--- src/rtl/cpuPkg.sv ---
`default_nettype none

package cpuPkg;

	// Datapath and memory sizing
	localparam int wordWidth = 16;
	localparam int memDepth = 256;
	localparam int addrWidth = $clog2(memDepth);
	localparam int regCount = 4;
	localparam int regIdxWidth = $clog2(regCount);

	// Instruction field widths
	localparam int opcodeWidth = 4;
	localparam int immWidth = 10;
	localparam int rUnusedWidth = wordWidth - opcodeWidth - 3 * regIdxWidth;

	// ALU operation select
	localparam logic aluOpAdd = 1'b0;
	localparam logic aluOpNand = 1'b1;

	typedef logic [wordWidth-1:0] word_t;
	typedef logic [regIdxWidth-1:0] regIdx_t;

	// Codes 8 to 15 are not named and execute as no-operation
	typedef enum logic [opcodeWidth-1:0] {
		opAdd = 4'd0,
		opNand = 4'd1,
		opLw = 4'd2,
		opLwa = 4'd3,
		opSw = 4'd4,
		opSwa = 4'd5,
		opBz = 4'd6,
		opJr = 4'd7
	} opcode_e;

	// Register form, used by ADD, NAND, LW, SW and JR
	typedef struct packed {
		opcode_e opcode;
		regIdx_t rd;
		regIdx_t rs1;
		regIdx_t rs2;
		logic [rUnusedWidth-1:0] unused;
	} instrR_t;

	// Immediate form, used by LWA, SWA and BZ
	typedef struct packed {
		opcode_e opcode;
		regIdx_t rd;
		logic [immWidth-1:0] imm;
	} instrI_t;

	typedef union packed {
		instrR_t r;
		instrI_t i;
	} instr_u;

	typedef enum logic [1:0] {
		pcIncrement,
		pcRelative,
		pcRegister
	} nextPcSel_e;

	typedef struct packed {
		nextPcSel_e nextPcSel;
		logic regWe;
		regIdx_t regDst;
		// Write back memory data instead of the ALU result
		logic regSrcMem;
		regIdx_t rdA;
		regIdx_t rdB;
		logic aluOp;
		logic flagWe;
		logic memWe;
		// Data address from register A instead of the immediate
		logic memAddrReg;
	} ctrl_t;

	// One record per retired instruction
	typedef struct packed {
		logic valid;
		word_t pc;
		word_t instr;
		logic regWe;
		regIdx_t regDst;
		word_t regData;
		logic memWe;
		word_t memAddr;
		word_t memData;
	} cpuTrace_t;

endpackage

`default_nettype wire
--- src/rtl/decoder.sv ---
`default_nettype none

module decoder (
	input cpuPkg::instr_u instr,
	input logic zFlag,
	output cpuPkg::ctrl_t ctrl,
	output cpuPkg::word_t imm
);
	import cpuPkg::*;

	opcode_e opcode;
	logic immSign;

	// Opcode sits in the same bits in both forms
	assign opcode = instr.r.opcode;

	assign immSign = instr.i.imm[immWidth-1];

	// Immediate is used as an address and as a signed branch offset
	assign imm = {{(wordWidth - immWidth){immSign}}, instr.i.imm};

	always_comb begin
		// Defaults describe a no-operation
		ctrl.nextPcSel = pcIncrement;
		ctrl.regWe = 1'b0;
		ctrl.regDst = instr.r.rd;
		ctrl.regSrcMem = 1'b0;
		ctrl.rdA = instr.r.rs1;
		ctrl.rdB = instr.r.rs2;
		ctrl.aluOp = aluOpAdd;
		ctrl.flagWe = 1'b0;
		ctrl.memWe = 1'b0;
		ctrl.memAddrReg = 1'b0;

		case (opcode)
			// rd = rs1 + rs2
			opAdd: begin
				ctrl.regWe = 1'b1;
				ctrl.aluOp = aluOpAdd;
				ctrl.flagWe = 1'b1;
			end

			// rd = ~(rs1 & rs2)
			opNand: begin
				ctrl.regWe = 1'b1;
				ctrl.aluOp = aluOpNand;
				ctrl.flagWe = 1'b1;
			end

			// rd = mem[rs1]
			opLw: begin
				ctrl.regWe = 1'b1;
				ctrl.regSrcMem = 1'b1;
				ctrl.memAddrReg = 1'b1;
				ctrl.rdA = instr.r.rs1;
			end

			// rd = mem[imm]
			opLwa: begin
				ctrl.regWe = 1'b1;
				ctrl.regDst = instr.i.rd;
				ctrl.regSrcMem = 1'b1;
				ctrl.memAddrReg = 1'b0;
			end

			// mem[rs1] = rd, stored register comes through port B
			opSw: begin
				ctrl.memWe = 1'b1;
				ctrl.memAddrReg = 1'b1;
				ctrl.rdA = instr.r.rs1;
				ctrl.rdB = instr.r.rd;
			end

			// mem[imm] = rd
			opSwa: begin
				ctrl.memWe = 1'b1;
				ctrl.memAddrReg = 1'b0;
				ctrl.rdB = instr.i.rd;
			end

			// Relative jump only while the flag is set
			opBz: begin
				if (zFlag) begin
					ctrl.nextPcSel = pcRelative;
				end else begin
					ctrl.nextPcSel = pcIncrement;
				end
			end

			// pc = rs1
			opJr: begin
				ctrl.nextPcSel = pcRegister;
				ctrl.rdA = instr.r.rs1;
			end

			default: begin
				// Unused codes keep the defaults
				ctrl.nextPcSel = pcIncrement;
			end
		endcase
	end

endmodule

`default_nettype wire

--- config.mk ---
export PLATFORM = sky130hd
export DESIGN_NAME = decoder
export DESIGN_NICKNAME = d
export VERILOG_FILES = /design/src/rtl/cpuPkg.sv /design/src/rtl/decoder.sv
export SDC_FILE = /design/constraint.sdc
export NUM_CORES = 1
export LEC_CHECK = 0
export BUFFER_PORTS_ARGS = -buffer_cell sky130_fd_sc_hd__buf_4
export CAP_MARGIN = 40
export CORE_AREA = 2 2 39 41
export DETAILED_ROUTE_END_ITERATION = 16
export DIE_AREA = 0 0 41 43
export SYNTH_ARGS = -nofsm -noshare
export SYNTH_HDL_FRONTEND = slang
export SYNTH_SLANG_ARGS = --single-unit
--- constraint.sdc ---
create_clock -name vclk -period 1.25
set_clock_uncertainty 0.2 [all_clocks]
set_input_delay 0.1875 -clock vclk [all_inputs]
set_output_delay 0.1875 -clock vclk [all_outputs]
set_load 0.01 [all_outputs]
**Yosys cells after proc, flatten, opt, wreduce, memory -nomap -nowiden**

Cells that the tools add are included.

- Flip-flop bits (word level): 0
- Output and inout bits: 30
- Bits of input ports: 17

- Equal/unequal tests: 7
- Mux-type cells: 8
- Reductions and logical operators: 5

Operators by type and width:

| kind | number |
|---|---|
| == test 4 x 3 -> 1 bit (second input constant) | 4 |
| == test 4 x 2 -> 1 bit (second input constant) | 2 |
| case mux 2 bit (2 select lines) | 2 |
| OR reduction 2 bit | 3 |
| two-way mux 1 bit | 5 |
| == test 4 x 1 -> 1 bit (second input constant) | 1 |
| logical NOT 4 bit | 1 |
| OR reduction 4 bit | 1 |
| two-way mux 2 bit | 1 |

**Depth between registers and ports, before layout**

- Word-level depth: 3
- Gate-level depth with buffers: 2
- Depth with buffers taken out: 2

**Least setup slack after synthesis**

OpenSTA, ideal clock, no wires.

- Path type: input to output
- Start: input instr[15] (netlist bit)
- End: output ctrl[4] (netlist bit)
- Slack: 0.022 ns
- Buffers on the path: 0
- Cell stages on the path: 2
- Arrival time: 0.841 ns
- Cell sequence: nor3b_4 > mux2_2

RTL lines:

| what | line | RTL |
|---|---|---|
| start, declared | decoder.sv:4 | `input cpuPkg::instr_u instr,` |
| end, declared | decoder.sv:6 | `output cpuPkg::ctrl_t ctrl,` |

==> impl_metrics.env <==
export IMPL_nFlopsAndLatches=0
export IMPL_relSlewSlack=0.842
export IMPL_nets=60
export IMPL_drive_gt1_frac=0.854
export IMPL_yosys_area_share_adder=0
export IMPL_fp_coreArea_mm2=0.00138
export IMPL_syn2layout_area_growth_pct=60.3
export IMPL_critPathSlowestCell="mux2_4"
export IMPL_antenna_found_initial=0
export IMPL_die_width_um=41
export IMPL_gp_routability_congestion=0.617
export IMPL_cell_with_the_most_instances_after_synthesis="buf_4"
export IMPL_run_status="complete, but fails checks"
export IMPL_power_per_cell_area_mw_per_mm2=325
export IMPL_drt_pre_antenna_iters=1
export IMPL_post_layout_nonfiller_instances=57
export IMPL_netlist_top_cells_count="buf_4, and2_1, mux2_2, nor2_1, nor3_1"
export IMPL_drc=0
export IMPL_post_synth_main_area_contributors="buf_4, mux2_2, nor3b_4"
export IMPL_drt_vias_per_instance=3.67
export IMPL_synthMuxAreaShare=0.0905
export IMPL_number_of_input_and_output_port_buffers_inserted=23
export IMPL_finalCritPeriodShare=1.11
export IMPL_fmax_mhz=722
export IMPL_failing_checks="negative setup slack"
export IMPL_synth_simple_gate_area_share=0.256
export IMPL_total_power_mw=0.130
export IMPL_dp_worst_setup_slack_ns=-0.194
export IMPL_synth_top_area_cell="buf_4"
export IMPL_std_cell_rows=14
export IMPL_grt_first_pass_wirelength_um=890
export IMPL_overall_fraction_of_global_route_tracks_in_use=0.0660
export IMPL_first_global_vias=215
export IMPL_syn_area_um2=249
export IMPL_pin_count_of_the_biggest_net_entering_global_routing=9
export IMPL_drt_first_iter_violations=0
export IMPL_maxSlewViolCount=0
export IMPL_holdWs_ns=0.175
export IMPL_global_route_usage_met1=0.0762
export IMPL_critical_path_cell_chain="buf_8 > nor3b_4 > mux2_4 > buf_6"
export IMPL_hold_path_class="input port to output pin"
export IMPL_worst_slack_ns=-0.135
export IMPL_critPathMaxFanout=3
export IMPL_use_met2=0.122
export IMPL_power_leakage_nw=0.204
export IMPL_num_fill_cells=147
export IMPL_die_height_um=43
export IMPL_dp_cells=56
export IMPL_synth_top_cell_area_share=0.603
export IMPL_grt_setup_unrepaired="yes"
export IMPL_worstSetupStartpointType="input port"
export IMPL_setup_worst_path_class="input port to output pin"
export IMPL_fp_dieArea_mm2=0.00176
export IMPL_max_cap_viol_count=0
export IMPL_syn_mean_instance_area_um2=7.55
export IMPL_initial_standard_cell_utilization_of_the_core=0.180
export IMPL_worst_endpoint_required_ns=0.86
export IMPL_critical_path_endpoint_type="output pin"
export IMPL_worst_slew_pin_transition_ns=0.237
export IMPL_insertedDiodeCount=0
export IMPL_critical_path_max_stage_delay_ns=0.33
export IMPL_total_wire_length_after_detailed_routing_um=548
export IMPL_synth_compound_area_frac=0
export IMPL_clock_buffer_count=0
export IMPL_period_needed_ns=1.38
export IMPL_synth_top_family_by_area="buffers and inverters"
export IMPL_synth_fp_nets=50
export IMPL_critical_path_arrival_ns=1.00
export IMPL_layout_area_seq_um2=0
export IMPL_xor_and_xnor_area_share_after_synthesis=0.0352
export IMPL_synth_sequential_area_ratio=0
export IMPL_antenna_left=0
export IMPL_drt_wirelength_per_cell_um=9.61
export IMPL_final_core_utilization=0.288
export IMPL_irDropWorstVdd_mv=0.115
export IMPL_detailroute_via_count=209
export IMPL_yosysUniqueCellTypes=10
export IMPL_grt_remaining_overflow=0
export IMPL_syn_instance_count=33
export IMPL_crit_start="instr[13]"
export IMPL_grt_busiest_layer="met2"
export IMPL_io_pins=47
export IMPL_setup_violations=5
export IMPL_yosys_warnings=0
export IMPL_final_hold_violating_endpoints=0
export IMPL_globalRouteMet3Util=0.0105
export IMPL_worstHoldStart="instr[1]"
==> cell families after synthesis <==
kind of cell | count (synthesis)
AND/OR/NAND/NOR | 9
buffers and inverters | 21
multiplexers | 2
XOR/XNOR | 1
==> through the flow <==
| step | TNS (ns) | area [um^2] |
|---|---|---|
| after floorplan | 0 | 249 |
| after global placement | -0.547 | 322 |
| after detailed placement | -0.574 | 322 |
| after CTS | -0.327 | 364 |
| after global routing | -0.699 | 399 |
| final | -0.447 | 399 |
==> power by group <==
part	leakage, nW	internal [mW]	switching [mW]	total, mW
clock network	0	0	0	0
registers	0	0	0	0
logic	0.204	0.0816	0.0481	0.130
total	0.204	0.0816	0.0481	0.130
==> layout make-up <==
| type | count | area, um^2 | area share |
|---|---|---|---|
| multi-input combinational | 12 | 131 | 0.329 |
| timing repair buffer | 28 | 244 | 0.611 |
| inverter | 1 | 3.75 | 0.00940 |
| tap | 16 | 20.0 | 0.0502 |
==> timing repair <==
item,CTS,global route
gates resized for setup,10,6
pin swaps,4,4
setup buffers,0,1
hold buffers,0,0
setup endpoints to repair,4,7
==> worst paths after layout <==
check / depth (start not counted) / end / slack, ns
hold / removal: 0 / imm[1] / 0.18
setup / recovery: 4 / ctrl[4] / -0.13
==> cell usage in the layout, fill, tap and decap left out <==
cell type	n
and2_1	2
buf_8	1
nor2_1	2
buf_4	20
inv_1	1
mux2_4	2
nor3b_4	1
nor3_2	1
nand3b_1	1
nor3_4	1
buf_6	7
xnor2_2	1
nor3b_2	1
==> critical path, delay by kind of cell <==
kind | cells | cell delay [ns]
buffers and inverters | 2 | 0.22
and+or+nand+nor | 1 | 0.26
muxes | 1 | 0.33
==> routing by layer <==
layer / vias up / share of wire / routed length [um]
met1: 91 / 0.32 / 173
met4: 0 / 0 / 0
met2: 16 / 0.52 / 286
met3: 0 / 0.16 / 88
li1: 102 / - / -
met5: - / 0 / 0
No activity file was read; power rests on OpenSTA's default activity.
