--- src/rtl/cpuPkg.sv ---
`default_nettype none

package cpuPkg;

	// Datapath and memory sizing
	localparam int wordWidth = 16;
	localparam int memDepth = 256;
	localparam int addrWidth = $clog2(memDepth);
	localparam int regCount = 4;
	localparam int regIdxWidth = $clog2(regCount);

	// Instruction field widths
	localparam int opcodeWidth = 4;
	localparam int immWidth = 10;
	localparam int rUnusedWidth = wordWidth - opcodeWidth - 3 * regIdxWidth;

	// ALU operation select
	localparam logic aluOpAdd = 1'b0;
	localparam logic aluOpNand = 1'b1;

	typedef logic [wordWidth-1:0] word_t;
	typedef logic [regIdxWidth-1:0] regIdx_t;

	// Codes 8 to 15 are not named and execute as no-operation
	typedef enum logic [opcodeWidth-1:0] {
		opAdd = 4'd0,
		opNand = 4'd1,
		opLw = 4'd2,
		opLwa = 4'd3,
		opSw = 4'd4,
		opSwa = 4'd5,
		opBz = 4'd6,
		opJr = 4'd7
	} opcode_e;

	// Register form, used by ADD, NAND, LW, SW and JR
	typedef struct packed {
		opcode_e opcode;
		regIdx_t rd;
		regIdx_t rs1;
		regIdx_t rs2;
		logic [rUnusedWidth-1:0] unused;
	} instrR_t;

	// Immediate form, used by LWA, SWA and BZ
	typedef struct packed {
		opcode_e opcode;
		regIdx_t rd;
		logic [immWidth-1:0] imm;
	} instrI_t;

	typedef union packed {
		instrR_t r;
		instrI_t i;
	} instr_u;

	typedef enum logic [1:0] {
		pcIncrement,
		pcRelative,
		pcRegister
	} nextPcSel_e;

	typedef struct packed {
		nextPcSel_e nextPcSel;
		logic regWe;
		regIdx_t regDst;
		// Write back memory data instead of the ALU result
		logic regSrcMem;
		regIdx_t rdA;
		regIdx_t rdB;
		logic aluOp;
		logic flagWe;
		logic memWe;
		// Data address from register A instead of the immediate
		logic memAddrReg;
	} ctrl_t;

	// One record per retired instruction
	typedef struct packed {
		logic valid;
		word_t pc;
		word_t instr;
		logic regWe;
		regIdx_t regDst;
		word_t regData;
		logic memWe;
		word_t memAddr;
		word_t memData;
	} cpuTrace_t;

endpackage

`default_nettype wire
--- src/rtl/alu.sv ---
`default_nettype none

module alu (
	input logic clk,
	input logic rst,
	input cpuPkg::word_t a,
	input cpuPkg::word_t b,
	input logic op,
	input logic flagWe,
	output cpuPkg::word_t result,
	output logic zFlag
);
	import cpuPkg::*;

	word_t sum;
	word_t nandOut;

	// Carry out is dropped, sum wraps modulo 2^16
	assign sum = a + b;
	assign nandOut = ~(a & b);

	assign result = (op == aluOpNand) ? nandOut : sum;

	// Flag follows the last ADD or NAND only
	always_ff @(posedge clk, posedge rst) begin
		if (rst) begin
			zFlag <= 1'b0;
		end else if (flagWe) begin
			zFlag <= (result == '0);
		end
	end

endmodule

`default_nettype wire

--- config.mk ---
export PLATFORM = sky130hd
export DESIGN_NAME = alu
export DESIGN_NICKNAME = d
export VERILOG_FILES = /design/src/rtl/cpuPkg.sv /design/src/rtl/alu.sv
export SDC_FILE = /design/constraint.sdc
export NUM_CORES = 1
export LEC_CHECK = 0
export ABC_AREA = 1
export BUFFER_PORTS_ARGS = -buffer_cell sky130_fd_sc_hd__buf_2
export CORE_MARGIN = 2
export CORE_UTILIZATION = 40
export DETAILED_ROUTE_END_ITERATION = 7
export PLACE_DENSITY = 0.68
export SYNTH_ARGS = -nofsm -noshare
export SYNTH_HDL_FRONTEND = slang
export SYNTH_SLANG_ARGS = --single-unit
export TNS_END_PERCENT = 30
--- constraint.sdc ---
create_clock -name clk -period 3.9 [get_ports clk]
set_input_delay 0.78 -clock clk [delete_from_list [all_inputs] [get_ports clk]]
set_output_delay 0.78 -clock clk [all_outputs]
set_load 0.01 [all_outputs]
; Word-level counts from Yosys, hierarchy flattened
; Cells that the tools add are included.
[classes]
add_sub_neg = 1
mux = 1
bitwise = 2
n_reduce_logical = 1
[ops]
columns = op, count
row1 = adder 16 bit, 1
row2 = AND 16 bit, 1
row3 = zero test 16 bit, 1
row4 = two-way mux 16 bit, 1
row5 = inverter 16 bit, 1
[totals]
ff_bits = 1

; Depth between registers and ports, before layout
; Gate-level depths: netlist of the first run.
[logic_depth]
word_depth = 4
ltp_mapped = 17
ltp_nobuf = 17

; Worst setup path before layout of the first run
; Ideal clock, no wire load.
[synth_path]
kind = input to output
from = input a[0]
to = output result[14]
arrival_ps = 2131
setup_slack_ps = 989
cell_stages = 14
path_buffers = 0
path_cell_list = ha_1 > inv_1 > fa_1 > inv_1 > nand2_1 > nand2_2 > nand3_2 > nand2_1 > nand2_1 > nand2_1 > nand2_1 > nand3_1 > nand2_1 > inv_1
[synth_between]
elab_chain_len = 2
[synth_lines]
columns = item, line
row1 = "start, declared", alu.sv:6  ; input cpuPkg::word_t a,
row2 = adder 16 bit, alu.sv:19  ; assign sum = a + b;
row3 = two-way mux 16 bit, alu.sv:22  ; assign result = (op == aluOpNand) ? nandOut : sum;
row4 = "end, declared", alu.sv:10  ; output cpuPkg::word_t result,
; Every way passes these cells.

; Worst setup path in the final report of the first run
; Ends and elaborated chain as after synthesis.

==> results of run 1 <==
-- power by group --
part           total [mW]  leakage [nW]  switching, mW  internal (mW)
Sequential         0.0106        0.0140   0.0000000229         0.0106
Clock                   0             0              0              0
Combinational       0.236          1.06          0.146         0.0901
-- Yosys cell counts --
master	n
or2_1	1
nor3_1	1
nand3_1	29
nand4_1	3
o21ai_1	4
nand2_1	112
ha_1	16
nand2_2	6
nor3_2	1
a21oi_1	8
and2_1	2
a21oi_2	1
inv_1	49
a31oi_1	1
nand3_2	4
buf_2	1
clkbuf_1	1
nand3b_1	3
inv_2	7
and3_1	1
nor2_1	16
clkinv_1	1
fa_1	1
dfrtp_1	1
-- path summary, 6_finish.rpt --
path,from,endpoint,cells after the start
min in group asynchronous,rst,zFlag,2
worst min-delay path,zFlag,zFlag,2
max in group asynchronous,rst,zFlag,2
worst min register to register,zFlag,zFlag,2
worst max register to register,zFlag,zFlag,2
worst max-delay path,a[0],result[14],15
-- through the flow --
step           setup WS, ns  hold WS (ns)  instances    util
2_1_floorplan        0.9893        0.5087        270       -
3_3_place_gp         0.7144        0.4683        364  0.5266
3_5_place_dp         0.6532        0.4804        364  0.5266
4_1_cts              0.6453        0.4744        364  0.5266
5_1_grt              0.4241        0.5160        364  0.5266
6_report             0.6489        0.4689        364  0.5266
-- layer usage --
metal  vias to the layer above  wire (µm)  part of all wire  global-route usage
li1                        935          -                 -                   -
met1                       723       1720              0.46              0.2914
met2                        63       1690              0.45              0.3549
met3                         7        286             0.076            0.006303
met4                         0         49             0.013             0.02736
met5                         -          0                 0                   0
-- cell type report --
cell class / count / area share
Inverter: 57 / 0.1309
Multi-Input combinational cell: 210 / 0.6608
Sequential cell: 1 / 0.01531
Tap cell: 44 / 0.03369
Timing Repair Buffer: 52 / 0.1593
-- kinds of logic (layout without fill, tap and decap cells) --
kind of cell	Yosys count	in the layout	share of synthesized area
AOI/OAI and AO/OA	14	14	0.05656
adders and majority gates	17	17	0.1659
buffers and inverters	59	109	0.1678
DFF	1	1	0.01885
and+or+nand+nor	179	179	0.5910
-- worst max-delay path, delay by kind of cell --
| kind | cells | cell delay (ns) |
|---|---|---|
| buffers and inverters | 5 | 0.41 |
| adder cells (fa/ha/maj) | 2 | 0.60 |
| AND/OR/NAND/NOR | 8 | 0.69 |
==> summary.txt, run 1 <==
Fmax -> 307.6 MHz
Post-CTS sizing -> 0
Final min period -> 3.251 ns
Register Area -> 25.02 µm²
Hold Vio Cnt, Final -> 0
Die Wd -> 61.61 µm
CP Capture Type -> output pin
Critical Path AT -> 2.47 ns
Ranking of synthesized cells by area -> nand2_1, ha_1, inv_1
Worst Skew -> 0 ns
Crit path cell chain -> buf_2, ha_1, inv_1, fa_1, inv_1, nand2_1, nand2_2, nand3_2, nand2_1, nand2_1, nand3_1, nand3_1, nand2_1, inv_1, buf_2
Flop2flop setup slack -> 3.32 ns
DRT iter0 DRCs -> 67
Post-route cell area -> 0.001634 mm²
# nets final -> 375
Ant diodes -> 0
Mean Syn Cell Area -> 4.917 µm²
Commonest non-fill, non-tap cells in the layout -> nand2_1, buf_2, inv_1
Power per cell area -> 150.7 mW/mm²
CP Launch Type -> input port
Fill count -> 379
Num ports -> 53
Row count -> 20
Final slew viol count -> 0
Die Height -> 61.61 µm
Worst vdd rail ir drop -> 0.00007047 V
Setup violators final -> 0
# Post-CTS Setup Buffers -> 0
Mapped Cells -> 270
Clk_lat worst skew -> 0 ns
Yosys top cell by area -> nand2_1
Vias in the first global route -> 1,457
Seq/Total Area, Yosys -> 0.01885
Final ANT Viol Nets -> 0
Power Total -> 0.2463 mW
Slew @ Worst Pin -> 0.3330 ns
Area of the multi-input gates -> 0.001080 mm²
Max stage delay on crit path -> 0.37 ns
Final Cycle Share -> 0.8336
Largest register FFs -> 1
GPL Wtd Cong -> 0.9152
Maxcap violations -> 0
Core Area -> 0.003103 mm²
Worst-path maximum fanout -> 5
Via Count -> 1,728
Full die area -> 0.003796 mm²
Cell Area, Synth -> 0.001328 mm²
Biggest regs -> zFlag: 1 flops
Initial antenna violation count -> 0
P_leak -> 1.075 nW
RSZ-0062 raised after global routing -> no
Remaining global-route overflow -> 0
Worst Path Required -> 3.12 ns
Largest net degree at the start of global routing -> 18
Initial core utilization -> 0.4278
DR vias/cell -> 4.747
Residual DRC -> 0
HP Class -> flip-flop to flip-flop
Port Buffers -> 52
Synth warn -> 0
Fin Setup TNS -> 0 ns
Slowest CP cell -> fa_1
Commonest non-fill, non-tap cell in the layout -> nand2_1
Tot GR Track Use -> 0.2057
Area delta synth->final -> 23.09%
Crit-path most repeated cell -> nand2_1
Critical path type -> input port to output pin
Slew HR -> 0.7777
Hpwl dp -> 3.267 mm
Largest Register -> zFlag
Post-DP Area -> 0.001634 mm²
Distinct cells, synth -> 24
Hold_buf cts -> 0
Detailed Routing Iterations Pass 1 -> 4
Post-synth top area share -> 0.3167
Outcome -> finished clean
Routed Wire Length -> 3.747 mm
First-pass GRT wire length -> 6.099 mm
Synth Net Count -> 323
Per-cell routed wire length -> 10.29 µm
Reg clk slew, reported paths -> 0 ns
Synthesized flop and latch total -> 1
Fraction of layout cells with a size suffix above 1 -> 0.2219
Power figures use the tool's default switching activity.
==> inputs of run 2 (changes only) <==
Clock period 3.9 ns to 3.3 ns, I/O delays scaled along.
==> run 2 against run 1 <==
- total power up 18%
- sequential power rose by 18%
- core utilization is the same
==> summary.txt, run 2 (same netlist as run 1, synthesis figures left out) <==
Outcome -> finished clean
Crit-path most repeated cell -> nand2_1
Slew @ Worst Pin -> 0.3294 ns
CP Launch Type -> input port
Area of the multi-input gates -> 0.001080 mm²
Initial core utilization -> 0.4278
Hold slack -> 0.4689 ns
Commonest non-fill, non-tap cell in the layout -> nand2_1
Worst Skew -> 0 ns
Biggest regs -> zFlag: 1 flops
Max stage delay on crit path -> 0.37 ns
Hold_buf cts -> 0
Fill count -> 378
Port Buffers -> 52
First-pass GRT wire length -> 6.058 mm
Maxcap violations -> 0
Per-cell routed wire length -> 10.29 µm
Power per cell area -> 178.2 mW/mm²
Die Wd -> 61.61 µm
Crit path max-delay family -> simple AND/OR/NAND/NOR gates
CP Capture Type -> output pin
Critical path type -> input port to output pin
Detailed Routing Iterations Pass 1 -> 4
Worst Path Required -> 2.64 ns
Flop2flop setup slack -> 2.72 ns
Fmax -> 330.7 MHz
Die Height -> 61.61 µm
Largest net degree at the start of global routing -> 18
RSZ-0062 raised after global routing -> no
Reg clk slew, reported paths -> 0 ns
CP bufs+invs -> 5
Worst vdd rail ir drop -> 0.00008375 V
Post-route cell area -> 0.001634 mm²
Final ANT Viol Nets -> 0
DRT iter0 DRCs -> 57
Commonest non-fill, non-tap cells in the layout -> nand2_1, buf_2, inv_1
Initial antenna violation count -> 0
Clk_lat worst skew -> 0 ns
Vias in the first global route -> 1,443
HP Class -> flip-flop to flip-flop
Ant diodes -> 0
Crit path cell chain -> buf_2, ha_1, inv_1, fa_1, inv_1, nand2_1, nand2_2, nand3_2, nand2_1, nand2_1, nand2_1, nand2_1, nand3_1, nand2_1, inv_1, buf_2
Num ports -> 53
Tot GR Track Use -> 0.2040
Hpwl dp -> 3.262 mm
Largest register FFs -> 1
Slowest CP cell -> fa_1
Fraction of layout cells with a size suffix above 1 -> 0.2219
Fin Setup TNS -> 0 ns
Critical Path AT -> 2.36 ns
GPL Wtd Cong -> 0.9152
# nets final -> 375
Remaining global-route overflow -> 0
Area delta synth->final -> 23.09%
Residual DRC -> 0
Worst-path maximum fanout -> 5
DR vias/cell -> 4.698
# Post-CTS Setup Buffers -> 0
Register Area -> 25.02 µm²
Setup violators final -> 0
Final Cycle Share -> 0.9164
Finished Core Util -> 0.5266
Core Area -> 0.003103 mm²
Row count -> 20
Post-DP Area -> 0.001634 mm²
Final min period -> 3.024 ns
Routed Wire Length -> 3.746 mm
Setup slack after layout -> 0.2757 ns
Post-CTS sizing -> 0
Via Count -> 1,710
Dpl ws -> 0.2965 ns
Hold Vio Cnt, Final -> 0
Full die area -> 0.003796 mm²
P_leak -> 1.075 nW
Slew HR -> 0.7804
Final slew viol count -> 0
Largest Register -> zFlag
run 2: cell type report:
type                    instances  area share
repair buffers                 52      0.1593
well taps                      44     0.03369
inverters                      57      0.1309
flip-flops and latches          1     0.01531
multi-input cells             210      0.6608
run 2: final timing paths:
path,start,depth (start not counted),endpoint
max reg2reg,zFlag,2,zFlag
min reg2reg,zFlag,2,zFlag
min,zFlag,2,zFlag
min in group asynchronous,rst,2,zFlag
max,a[0],16,result[12]
max in group asynchronous,rst,2,zFlag
run 2: tightest hold or removal path, stage by stage (launching register included):
cell	delay [ns]
dfrtp_1	0.32
nand2_1	0.06
nand2_1	0.05
run 2: layer usage:
metal,vias to the layer above,part of all wire,global-route usage
li1,934,-,-
met2,52,0.46,0.3579
met1,722,0.49,0.2864
met4,0,0.0045,0.01824
met5,-,0,0
met3,2,0.053,0.008403
run 2: power breakdown:
part           total (mW)  switching, mW  leakage, nW  internal [mW]
logic               0.279          0.172         1.06          0.106
clock network           0              0            0              0
registers          0.0125   0.0000000271       0.0140         0.0125
total               0.291          0.172         1.07          0.119
run 2: per-stage QoR:
| step | instances | total power [mW] |
|---|---|---|
| 2_1_floorplan | 270 | 0.2057 |
| 3_3_place_gp | 364 | 0.2876 |
| 3_5_place_dp | 364 | 0.2886 |
| 4_1_cts | 364 | 0.2902 |
| 5_1_grt | 364 | 0.3290 |
| 6_report | 364 | 0.2911 |
