**src/rtl/cpuPkg.sv**
```systemverilog
`default_nettype none

package cpuPkg;

	// Datapath and memory sizing
	localparam int wordWidth = 16;
	localparam int memDepth = 256;
	localparam int addrWidth = $clog2(memDepth);
	localparam int regCount = 4;
	localparam int regIdxWidth = $clog2(regCount);

	// Instruction field widths
	localparam int opcodeWidth = 4;
	localparam int immWidth = 10;
	localparam int rUnusedWidth = wordWidth - opcodeWidth - 3 * regIdxWidth;

	// ALU operation select
	localparam logic aluOpAdd = 1'b0;
	localparam logic aluOpNand = 1'b1;

	typedef logic [wordWidth-1:0] word_t;
	typedef logic [regIdxWidth-1:0] regIdx_t;

	// Codes 8 to 15 are not named and execute as no-operation
	typedef enum logic [opcodeWidth-1:0] {
		opAdd = 4'd0,
		opNand = 4'd1,
		opLw = 4'd2,
		opLwa = 4'd3,
		opSw = 4'd4,
		opSwa = 4'd5,
		opBz = 4'd6,
		opJr = 4'd7
	} opcode_e;

	// Register form, used by ADD, NAND, LW, SW and JR
	typedef struct packed {
		opcode_e opcode;
		regIdx_t rd;
		regIdx_t rs1;
		regIdx_t rs2;
		logic [rUnusedWidth-1:0] unused;
	} instrR_t;

	// Immediate form, used by LWA, SWA and BZ
	typedef struct packed {
		opcode_e opcode;
		regIdx_t rd;
		logic [immWidth-1:0] imm;
	} instrI_t;

	typedef union packed {
		instrR_t r;
		instrI_t i;
	} instr_u;

	typedef enum logic [1:0] {
		pcIncrement,
		pcRelative,
		pcRegister
	} nextPcSel_e;

	typedef struct packed {
		nextPcSel_e nextPcSel;
		logic regWe;
		regIdx_t regDst;
		// Write back memory data instead of the ALU result
		logic regSrcMem;
		regIdx_t rdA;
		regIdx_t rdB;
		logic aluOp;
		logic flagWe;
		logic memWe;
		// Data address from register A instead of the immediate
		logic memAddrReg;
	} ctrl_t;

	// One record per retired instruction
	typedef struct packed {
		logic valid;
		word_t pc;
		word_t instr;
		logic regWe;
		regIdx_t regDst;
		word_t regData;
		logic memWe;
		word_t memAddr;
		word_t memData;
	} cpuTrace_t;

endpackage

`default_nettype wire
```
**src/rtl/registerFile.sv**
```systemverilog
`default_nettype none

module registerFile (
	input logic clk,
	input logic rst,
	input logic we,
	input cpuPkg::regIdx_t wrIdx,
	input cpuPkg::word_t wrData,
	input cpuPkg::regIdx_t rdIdxA,
	input cpuPkg::regIdx_t rdIdxB,
	output cpuPkg::word_t rdDataA,
	output cpuPkg::word_t rdDataB
);
	import cpuPkg::*;

	word_t regs [regCount];

	// All registers start from zero
	always_ff @(posedge clk, posedge rst) begin
		if (rst) begin
			for (int i = 0; i < regCount; i++) begin
				regs[i] <= '0;
			end
		end else if (we) begin
			regs[wrIdx] <= wrData;
		end
	end

	// Port A feeds the ALU, the data address and JR
	assign rdDataA = regs[rdIdxA];

	// Port B feeds the ALU and the store data
	// A value written this cycle shows up only after the edge
	assign rdDataB = regs[rdIdxB];

endmodule

`default_nettype wire

```
**config.mk**
```make
export PLATFORM = sky130hd
export DESIGN_NAME = registerFile
export DESIGN_NICKNAME = d
export VERILOG_FILES = /design/src/rtl/cpuPkg.sv /design/src/rtl/registerFile.sv
export SDC_FILE = /design/constraint.sdc
export NUM_CORES = 1
export LEC_CHECK = 0
export BUFFER_PORTS_ARGS = -buffer_cell sky130_fd_sc_hd__buf_2
export CAP_MARGIN = 20
export CORE_MARGIN = 2
export CORE_UTILIZATION = 50
export DETAILED_ROUTE_END_ITERATION = 16
export GPL_TIMING_DRIVEN = 0
export PLACE_DENSITY = 0.73
export SETUP_SLACK_MARGIN = 0.2
export SKIP_LAST_GASP = 1
export SYNTH_ARGS = -nofsm -noshare
export SYNTH_HDL_FRONTEND = slang
export SYNTH_SLANG_ARGS = --single-unit
```
**constraint.sdc**
```tcl
create_clock -name clk -period 2.5 [get_ports clk]
set_clock_uncertainty 0.2 [all_clocks]
set_input_delay 0.125 -clock clk [delete_from_list [all_inputs] [get_ports clk]]
set_output_delay 0.125 -clock clk [all_outputs]
set_load 0.01 [all_outputs]
```
-- After elaboration in Yosys (flattened, before gate mapping)
Cells that the tools add are included.
- bits of input ports: 25
- word-level logic and storage cells: 21
- bits in registers: 64
- mux-type cells: 9
- bitwise logic cells: 3
- $lt $le $gt $ge: 4
- reductions and logical operators: 1
- operator list (operator ; number):
    2-to-1 mux 16 bit ; 5
    binary-select mux 16 bit (select 2 bit) ; 2
    bitwise mux 64 bit ; 1
    demux 16 bit (select 2 bit) ; 1
    >= comparator 3 bit, second input constant ; 3
    inverter 2 -> 3 bit ; 3
    less-than comparator 3 x 1 -> 1 bit, second input constant ; 1
    logical AND 1 bit ; 1

-- Logic depth before layout (Yosys ltp)
Gate-level depths: netlist (run 1).
- depth in word-level cells: 6
- gate-level depth with buffers: 3
- gate-level depth less buffers: 2

-- Least setup slack after synthesis (run 1)
No wires, ideal clock.
- path kind: input to output
- from: input port rdIdxA[0]
- to: output port rdDataA[10]
- data arrival time: 1.105 ns
- buffers on the path: 2
- required time: 2.175 ns
- cell stages on the path: 3
- setup slack: 1.070 ns
- path through: buf_2 buf_4 mux4_2
- cells in the longest elaborated chain, start to end: 4
- ends and longest elaborated chain (element ; line ; source):
    start: declaration ; registerFile.sv:9 ; input cpuPkg::regIdx_t rdIdxA,
    inverter 2 -> 3 bit (not written as such) ; registerFile.sv:30 ; assign rdDataA = regs[rdIdxA];
    binary-select mux 16 bit (select 2 bit) ; registerFile.sv:30 ;
    2-to-1 mux 16 bit (not written as such) (2 in a row) ; registerFile.sv:30 ;
    end: declaration ; registerFile.sv:11 ; output cpuPkg::word_t rdDataA,
Every way passes these cells. The select of a mux whose other input is x is not followed.

-- Worst setup path in the final report (run 1)
- from: input port rdIdxB[0]
- to: output port rdDataB[7]
- cells in the longest elaborated chain, start to end: 4
- ends and longest elaborated chain (element ; line ; source):
    start: declaration ; registerFile.sv:10 ; input cpuPkg::regIdx_t rdIdxB,
    inverter 2 -> 3 bit (not written as such) ; registerFile.sv:34 ; assign rdDataB = regs[rdIdxB];
    binary-select mux 16 bit (select 2 bit) ; registerFile.sv:34 ;
    2-to-1 mux 16 bit (not written as such) (2 in a row) ; registerFile.sv:34 ;
    end: declaration ; registerFile.sv:12 ; output cpuPkg::word_t rdDataB
Every way passes these cells. The select of a mux whose other input is x is not followed.

==> reports/metrics.cfg, run 1 <==
[outcome]
status=finished, final reports clean

[clock_network]
cts_resized=0
clkSinkCount=64
cts_hold_buf=17
cts_setup_buffers=0
clock_latency_ns=0.33
cts_buffers=9
cts_max_path_buffers=2
htreeDepth=3
root_buffer=clkbuf_8
cts_tree=done
clk_pin_slew_ns=0.07

[final_layout]
reg_top3=regs: 64 flops
drive_gt1_frac=0.6882
final_nets=283
regMostFlops=regs
layout_common_cells=64 x mux2_2, 64 x dfrtp_1, 59 x buf_2
multi_input_area_sq_um=1493
largest_reg_flops=64
final_cell_area_sq_um=3911
final_cell_count_no_fill=340
fillCellCount=502
antenna_cells=0
area_delta_synth_final_pct=22.97
regArea_sq_um=1602
fin_util=0.6267

[synthesis]
syn-num-nets=202
synth-seq-cells=64
synth.area.top_cells=dfrtp_1 50%, mux2_2 23%, mux4_2 23%, buf_2 1.1%, buf_4 0.71%
synthCells=177
yosysWarnings=0
synth_seq_area_share=0.5035
netlist-cell-type-count=11
post_synth.cell_area_avg_sq_um=17.97
yosysTopAreaCellShare=0.5035
synth_top_area_cell=dfrtp_1
netlist_area_sq_um=3181

[detailed_routing]
drtPass1Iterations=4
drt_iter0_markers=91
vias=1941
drc=0
totalWireLength_um=6544
ant_nets=0
wl_per_cell_um=19.25
post_drt_via_cell_ratio=5.709

[worst_setup_path]
rrSetupSlack_ns=1.50
r2r_cells=1
cpMostUsedCell=buf_2
r2r-end=regs[40]
required_ns=2.17
cp.arrival_ns=1.38
timing.rr.start=regs[40]
slowest_delay_ns=0.54
endpoint_kind=output port
cp_slowest_cell=mux4_2
critical_path_class=input port to output port
path_cells=buf_2 > buf_4 > mux4_2 > buf_2
cp_max_fo=10
cp-start-kind=input port

[power]
ir_worst_vdd_v=0.0004727
power_density_nw_per_um2=750.1
p_leak_nw=1.697

[placement]
port_buffers=52
placed_cell_area_sq_um=3557
dpl.cell_count=307
dp_hpwl_um=4288
gp_congestion=0.7051

[global_route]
grtUsageTotal=0.2061
use_met2=0.3076
gr-total-overflow=0
grt_first_pass_wirelength_um=10670
met3_usage=0.04352
grt_max_degree=39
grt_pass1_vias=2000
use_met1=0.2895
antenna_found_initial=0
grt_busiest_layer=met2

[timing]
rsz0062_at_grt=no
fmax_ghz=0.5865
hold_viol=0
fin_crit_sh=0.6820
slew_headroom=0.4450
tightest_slew_ns=0.8313
maxSlewViolCount=0
hold_ws_ns=0.08347
final.min_clock_period_ns=1.705
setup_viol=0

[floorplanning]
initial_utilization=0.5096
die-height_um=83.76
rows=29
die_w_um=83.76
core_sq_um=6241
ios=57
die_area_sq_um=7015

[min_path]
min_path_cells=3
hold_path_end=regs[61]
hp-class=input port to register
min_from=wrIdx[1]

[flow_run]
maxCapViolCount=0

per-stage QoR:
| step | total power [mW] | setup TNS, ns | setup WS, ns |
|---|---|---|---|
| 5_1_grt | 3.083 | 0 | 0.6895 |
| 6_report | 2.934 | 0 | 0.7951 |
| 4_1_cts | 2.955 | 0 | 0.7693 |
| 3_3_place_gp | 2.077 | -14.45 | -0.2286 |
| 3_5_place_dp | 2.108 | 0 | 0.7680 |
| 2_1_floorplan | 1.859 | 0 | 0.5769 |
where the power goes:
part           leakage [nW]  internal (mW)  switching (mW)
registers             0.757           1.23           0.130
logic                 0.840          0.458           0.281
clock network        0.0992          0.437           0.394
cell type report:
cell class	count	area share
inverters	1	0.0009597
repair buffers	70	0.1152
well taps	77	0.02463
clock buffers	13	0.04319
multi-input cells	100	0.3816
clock inverters	3	0.003839
flip-flops and latches	64	0.4095
plain buffers	12	0.02111
worst max-delay path: cells and delay by family:
kind	cells	cell delay, ns
mux	1	0.54
buf+inv	3	0.72
kinds of logic after synthesis:
family | count (synthesis) | share of synthesized area
mux | 96 | 0.4532
simple gates | 4 | 0.01613
buf+inv | 13 | 0.02714
flops | 64 | 0.5035
how the worst max path moves through the flow:
stage / from / end / slack [ns]
6_report: rdIdxB[0] / rdDataB[7] / 0.80
3_5_place_dp: rdIdxB[0] / rdDataB[11] / 0.77
3_3_place_gp: rst / regs[52] / -0.23
2_1_floorplan: rst / regs[0] / 0.58
5_1_grt: rdIdxB[0] / rdDataB[3] / 0.69
4_1_cts: rdIdxB[0] / rdDataB[11] / 0.77
cell usage after synthesis:
library cell   n
nor3b_4        1
nand3_2        1
dfrtp_1       64
buf_6          1
inv_1          1
buf_2          7
nand3b_2       2
mux2_2        64
clkbuf_8       1
mux4_2        32
buf_4          3
routing by layer:
metal / vias to the layer above / share of wire
li1: 863 / -
met1: 1019 / 0.47
met2: 47 / 0.48
met3: 12 / 0.037
met4: 0 / 0.019
met5: - / 0
(Power assumes the default switching activity.)
==> inputs of run 2 (changes only) <==
--- a/config.mk
+++ b/config.mk
@@ -5,13 +5,14 @@
 export SDC_FILE = /design/constraint.sdc
 export NUM_CORES = 1
 export LEC_CHECK = 0
+export ABC_AREA = 1
 export BUFFER_PORTS_ARGS = -buffer_cell sky130_fd_sc_hd__buf_2
 export CAP_MARGIN = 20
 export CORE_MARGIN = 2
 export CORE_UTILIZATION = 50
 export DETAILED_ROUTE_END_ITERATION = 16
 export GPL_TIMING_DRIVEN = 0
-export PLACE_DENSITY = 0.73
+export PLACE_DENSITY = 0.71
 export SETUP_SLACK_MARGIN = 0.2
 export SKIP_LAST_GASP = 1
 export SYNTH_ARGS = -nofsm -noshare
==> constraint.sdc (replaced) <==
create_clock -name clk -period 1.8 [get_ports clk]
set_clock_uncertainty 0.2 [all_clocks]
set_input_delay 0.09 -clock clk [delete_from_list [all_inputs] [get_ports clk]]
set_output_delay 0.09 -clock clk [all_outputs]
set_load 0.01 [all_outputs]
==> reports/metrics.cfg, run 2 <==
[synthesis]
synth.most_common_cell=nand2_1
synth-seq-cells=64  ; unchanged
post_synth.cell_area_avg_sq_um=6.695  ; was 17.97 sq um
yosysTopAreaCellShare=0.4020  ; was 0.5035
syn-num-nets=620  ; was 202
netlist_area_sq_um=3984  ; was 3181 sq um
synth_edf_count=0  ; unchanged
synth_top_area_cell=dfrtp_1  ; unchanged
synth.area.top_cells=dfrtp_1 40%, nand2_1 26%, nand3_1 10%, inv_1 8.0%, nand4_1 5.0%  ; was dfrtp_1 50%, mux2_2 23%, mux4_2 23%, buf_2 1.1%, buf_4 0.71%
yosysWarnings=0  ; unchanged
async_reset_ff_frac=1.000  ; unchanged
synth_commonest_cells=272 x nand2_1, 85 x inv_1, 80 x nand3_1  ; was 64 x dfrtp_1, 64 x mux2_2, 32 x mux4_2
synth_seq_area_share=0.4020  ; was 0.5035
netlist-cell-type-count=14  ; was 11
synthCells=595  ; was 177
synth_flop_cell=dfrtp_1  ; unchanged

[global_route]
grtUsageTotal=0.3232  ; was 0.2061
grt_max_degree=40  ; was 39
antenna_found_initial=0  ; unchanged
grt_pass1_vias=4409  ; was 2000
gr-total-overflow=0  ; unchanged
grt_first_pass_wirelength_um=21470  ; was 10670 um

[worst_setup_path]
cp.arrival_ns=1.19  ; was 1.38 ns
timing.rr.start=regs[62]  ; was regs[40]
r2r-end=regs[62]  ; was regs[40]
cp_slowest_cell=dfrtp_1  ; was mux4_2
r2r_cells=3  ; was 1
rrSetupSlack_ns=0.46  ; was 1.50 ns
path_cells=inv_1 > nand2_1 > nand3_1 > nand2_1 > buf_2  ; was buf_2 > buf_4 > mux4_2 > buf_2
endpoint_kind=output port  ; unchanged
required_ns=1.51  ; was 2.17 ns
cpMostUsedCell=nand2_1  ; was buf_2
cp_max_fo=2  ; was 10
slowest_delay_ns=0.38  ; was 0.54 ns
cp-start-kind=register  ; was input port
critical_path_class=register to output port  ; was input port to output port
worst-path-buf-inv=2  ; was 3
crit_family=flip-flops  ; was buffers and inverters

[placement]
dp_hpwl_um=8723  ; was 4288 um
dp_worst_setup_slack_ns=0.3989  ; was 0.7680 ns
port_buffers=51  ; was 52
gp_congestion=0.9688  ; was 0.7051

[final_layout]
regMostFlops=regs  ; unchanged
layout_commonest_cell=nand2_1
drive_gt1_frac=0.1725  ; was 0.6882
antenna_cells=0  ; unchanged
largest_reg_flops=64  ; unchanged
area_delta_synth_final_pct=21.64  ; was 22.97%
reg_top3=regs: 64 flops  ; unchanged
layout_common_cells=272 x nand2_1, 84 x inv_1, 80 x nand3_1  ; was 64 x mux2_2, 64 x dfrtp_1, 59 x buf_2
final_nets=710  ; was 283

[floorplanning]
ios=57  ; unchanged
die_w_um=93.26  ; was 83.76 um
initial_utilization=0.5155  ; was 0.5096
core_sq_um=7727  ; was 6241 sq um
rows=32  ; was 29
die_area_sq_um=8697  ; was 7015 sq um
die-height_um=93.26  ; was 83.76 um

[clock_network]
htreeDepth=3  ; unchanged
cts_max_path_buffers=2  ; unchanged
cts_buffers=9  ; unchanged
clock_latency_ns=0.34  ; was 0.33 ns
cts_tree=done  ; unchanged
root_buffer=clkbuf_8  ; unchanged
clkSinkCount=64  ; unchanged
cts_setup_buffers=0  ; unchanged
clk_pin_slew_ns=0.07  ; about the same

[timing]
setup_viol=0  ; unchanged
slew_headroom=0.5878  ; was 0.4450
final.min_clock_period_ns=1.483
tightest_slew_ns=0.6170  ; was 0.8313 ns
fin_setup_tns_ns=0  ; unchanged
rsz0062_at_grt=no  ; unchanged
maxSlewViolCount=0  ; unchanged
hold_viol=0  ; unchanged
fin_crit_sh=0.8241
fmax_ghz=0.6741
worst_slack_ns=0.3166  ; was 0.7951 ns

[flow_run]
maxCapViolCount=0  ; unchanged

[detailed_routing]
drc=0  ; unchanged
post_drt_via_cell_ratio=5.475  ; was 5.709
wl_per_cell_um=16.73  ; was 19.25 um
ant_nets=0  ; unchanged
drt_iter0_markers=430  ; was 91
drtPass1Iterations=5  ; was 4
totalWireLength_um=13250  ; was 6544 um
vias=4336  ; was 1941

[min_path]
min_path_cells=4  ; was 3
hold_path_end=regs[45]  ; was regs[61]
min_from=we  ; was wrIdx[1]
hp-class=input port to register  ; unchanged

[power]
ir_worst_vdd_v=0.0005217  ; was 0.0004727 V
p_leak_nw=2.862  ; was 1.697 nW
power_density_nw_per_um2=864.5  ; was 750.1 nW/um^2

[outcome]
status=finished, final reports clean  ; unchanged

run 2: how the worst max path moves through the flow:
stage              start     endpoint  slack (ns)  cells past startpoint
2_1_floorplan  rdIdxA[1]  rdDataA[10]        0.81                      5
3_3_place_gp         rst      regs[7]        0.31                      2
3_5_place_dp   rdIdxB[1]   rdDataB[9]        0.40                      6
4_1_cts         wrIdx[0]     regs[25]        0.24                      7
5_1_grt         regs[14]  rdDataB[14]        0.24                      5
6_report        regs[14]  rdDataA[14]        0.32                      5
run 2: routing by layer:
| layer | track usage | wire [um] | share of wire |
|---|---|---|---|
| met1 | 0.4189 | 5567 | 0.42 |
| met2 | 0.5360 | 6299 | 0.48 |
| met3 | 0.06044 | 1058 | 0.080 |
| met4 | 0.1250 | 323 | 0.024 |
| met5 | 0 | 0 | 0 |
run 2: cells by family after synthesis:
kind of cell	count (synthesis)	share of synthesized area
AO/OA/AOI/OAI	16	0.02575
buffers and inverters	126	0.1442
flip-flops	64	0.4020
AND/OR/NAND/NOR	389	0.4281
run 2: power breakdown:
part	switching [mW]	total [mW]	internal, mW
Clock	0.582	1.19	0.613
Sequential	0.124	1.79	1.67
Combinational	0.763	1.20	0.442
Total	1.47	4.19	2.72
run 2: cell type report:
cell class	instances	area, sq um
Clock inverter	2	12.51
Clock buffer	14	172.7
Sequential cell	64	1602
Tap cell	102	127.6
Timing Repair Buffer	79	545.5
Fill cell	734	2882
Buffer	39	247.7
Multi-Input combinational cell	405	1808
Inverter	87	330.3
run 2: stage by stage:
step / area [sq um] / power, mW / utilization / hold WS (ns) / instances
2_1_floorplan: 3988 / 2.565 / - / 0.01971 / 595
3_3_place_gp: 4370 / 2.895 / 0.5656 / 0.1675 / 748
3_5_place_dp: 4390 / 2.943 / 0.5682 / -0.003830 / 749
4_1_cts: 4846 / 4.174 / 0.6271 / 0.002441 / 792
5_1_grt: 4846 / 4.439 / 0.6271 / 0.03933 / 792
6_report: 4846 / 4.190 / 0.6271 / 0.01407 / 792
run 2: timing repair:
item | in CTS | in global routing
hold buffers | 27 | 1
setup endpoints to repair | 0 | 10
gates resized for setup | 0 | 0
endpoints found under the hold margin | 89 | 6
run 2: worst min-delay path, stage by stage:
cell	delay, ns
buf_4	0.15
buf_6	0.15
nand4_1	0.09
nand2_1	0.05
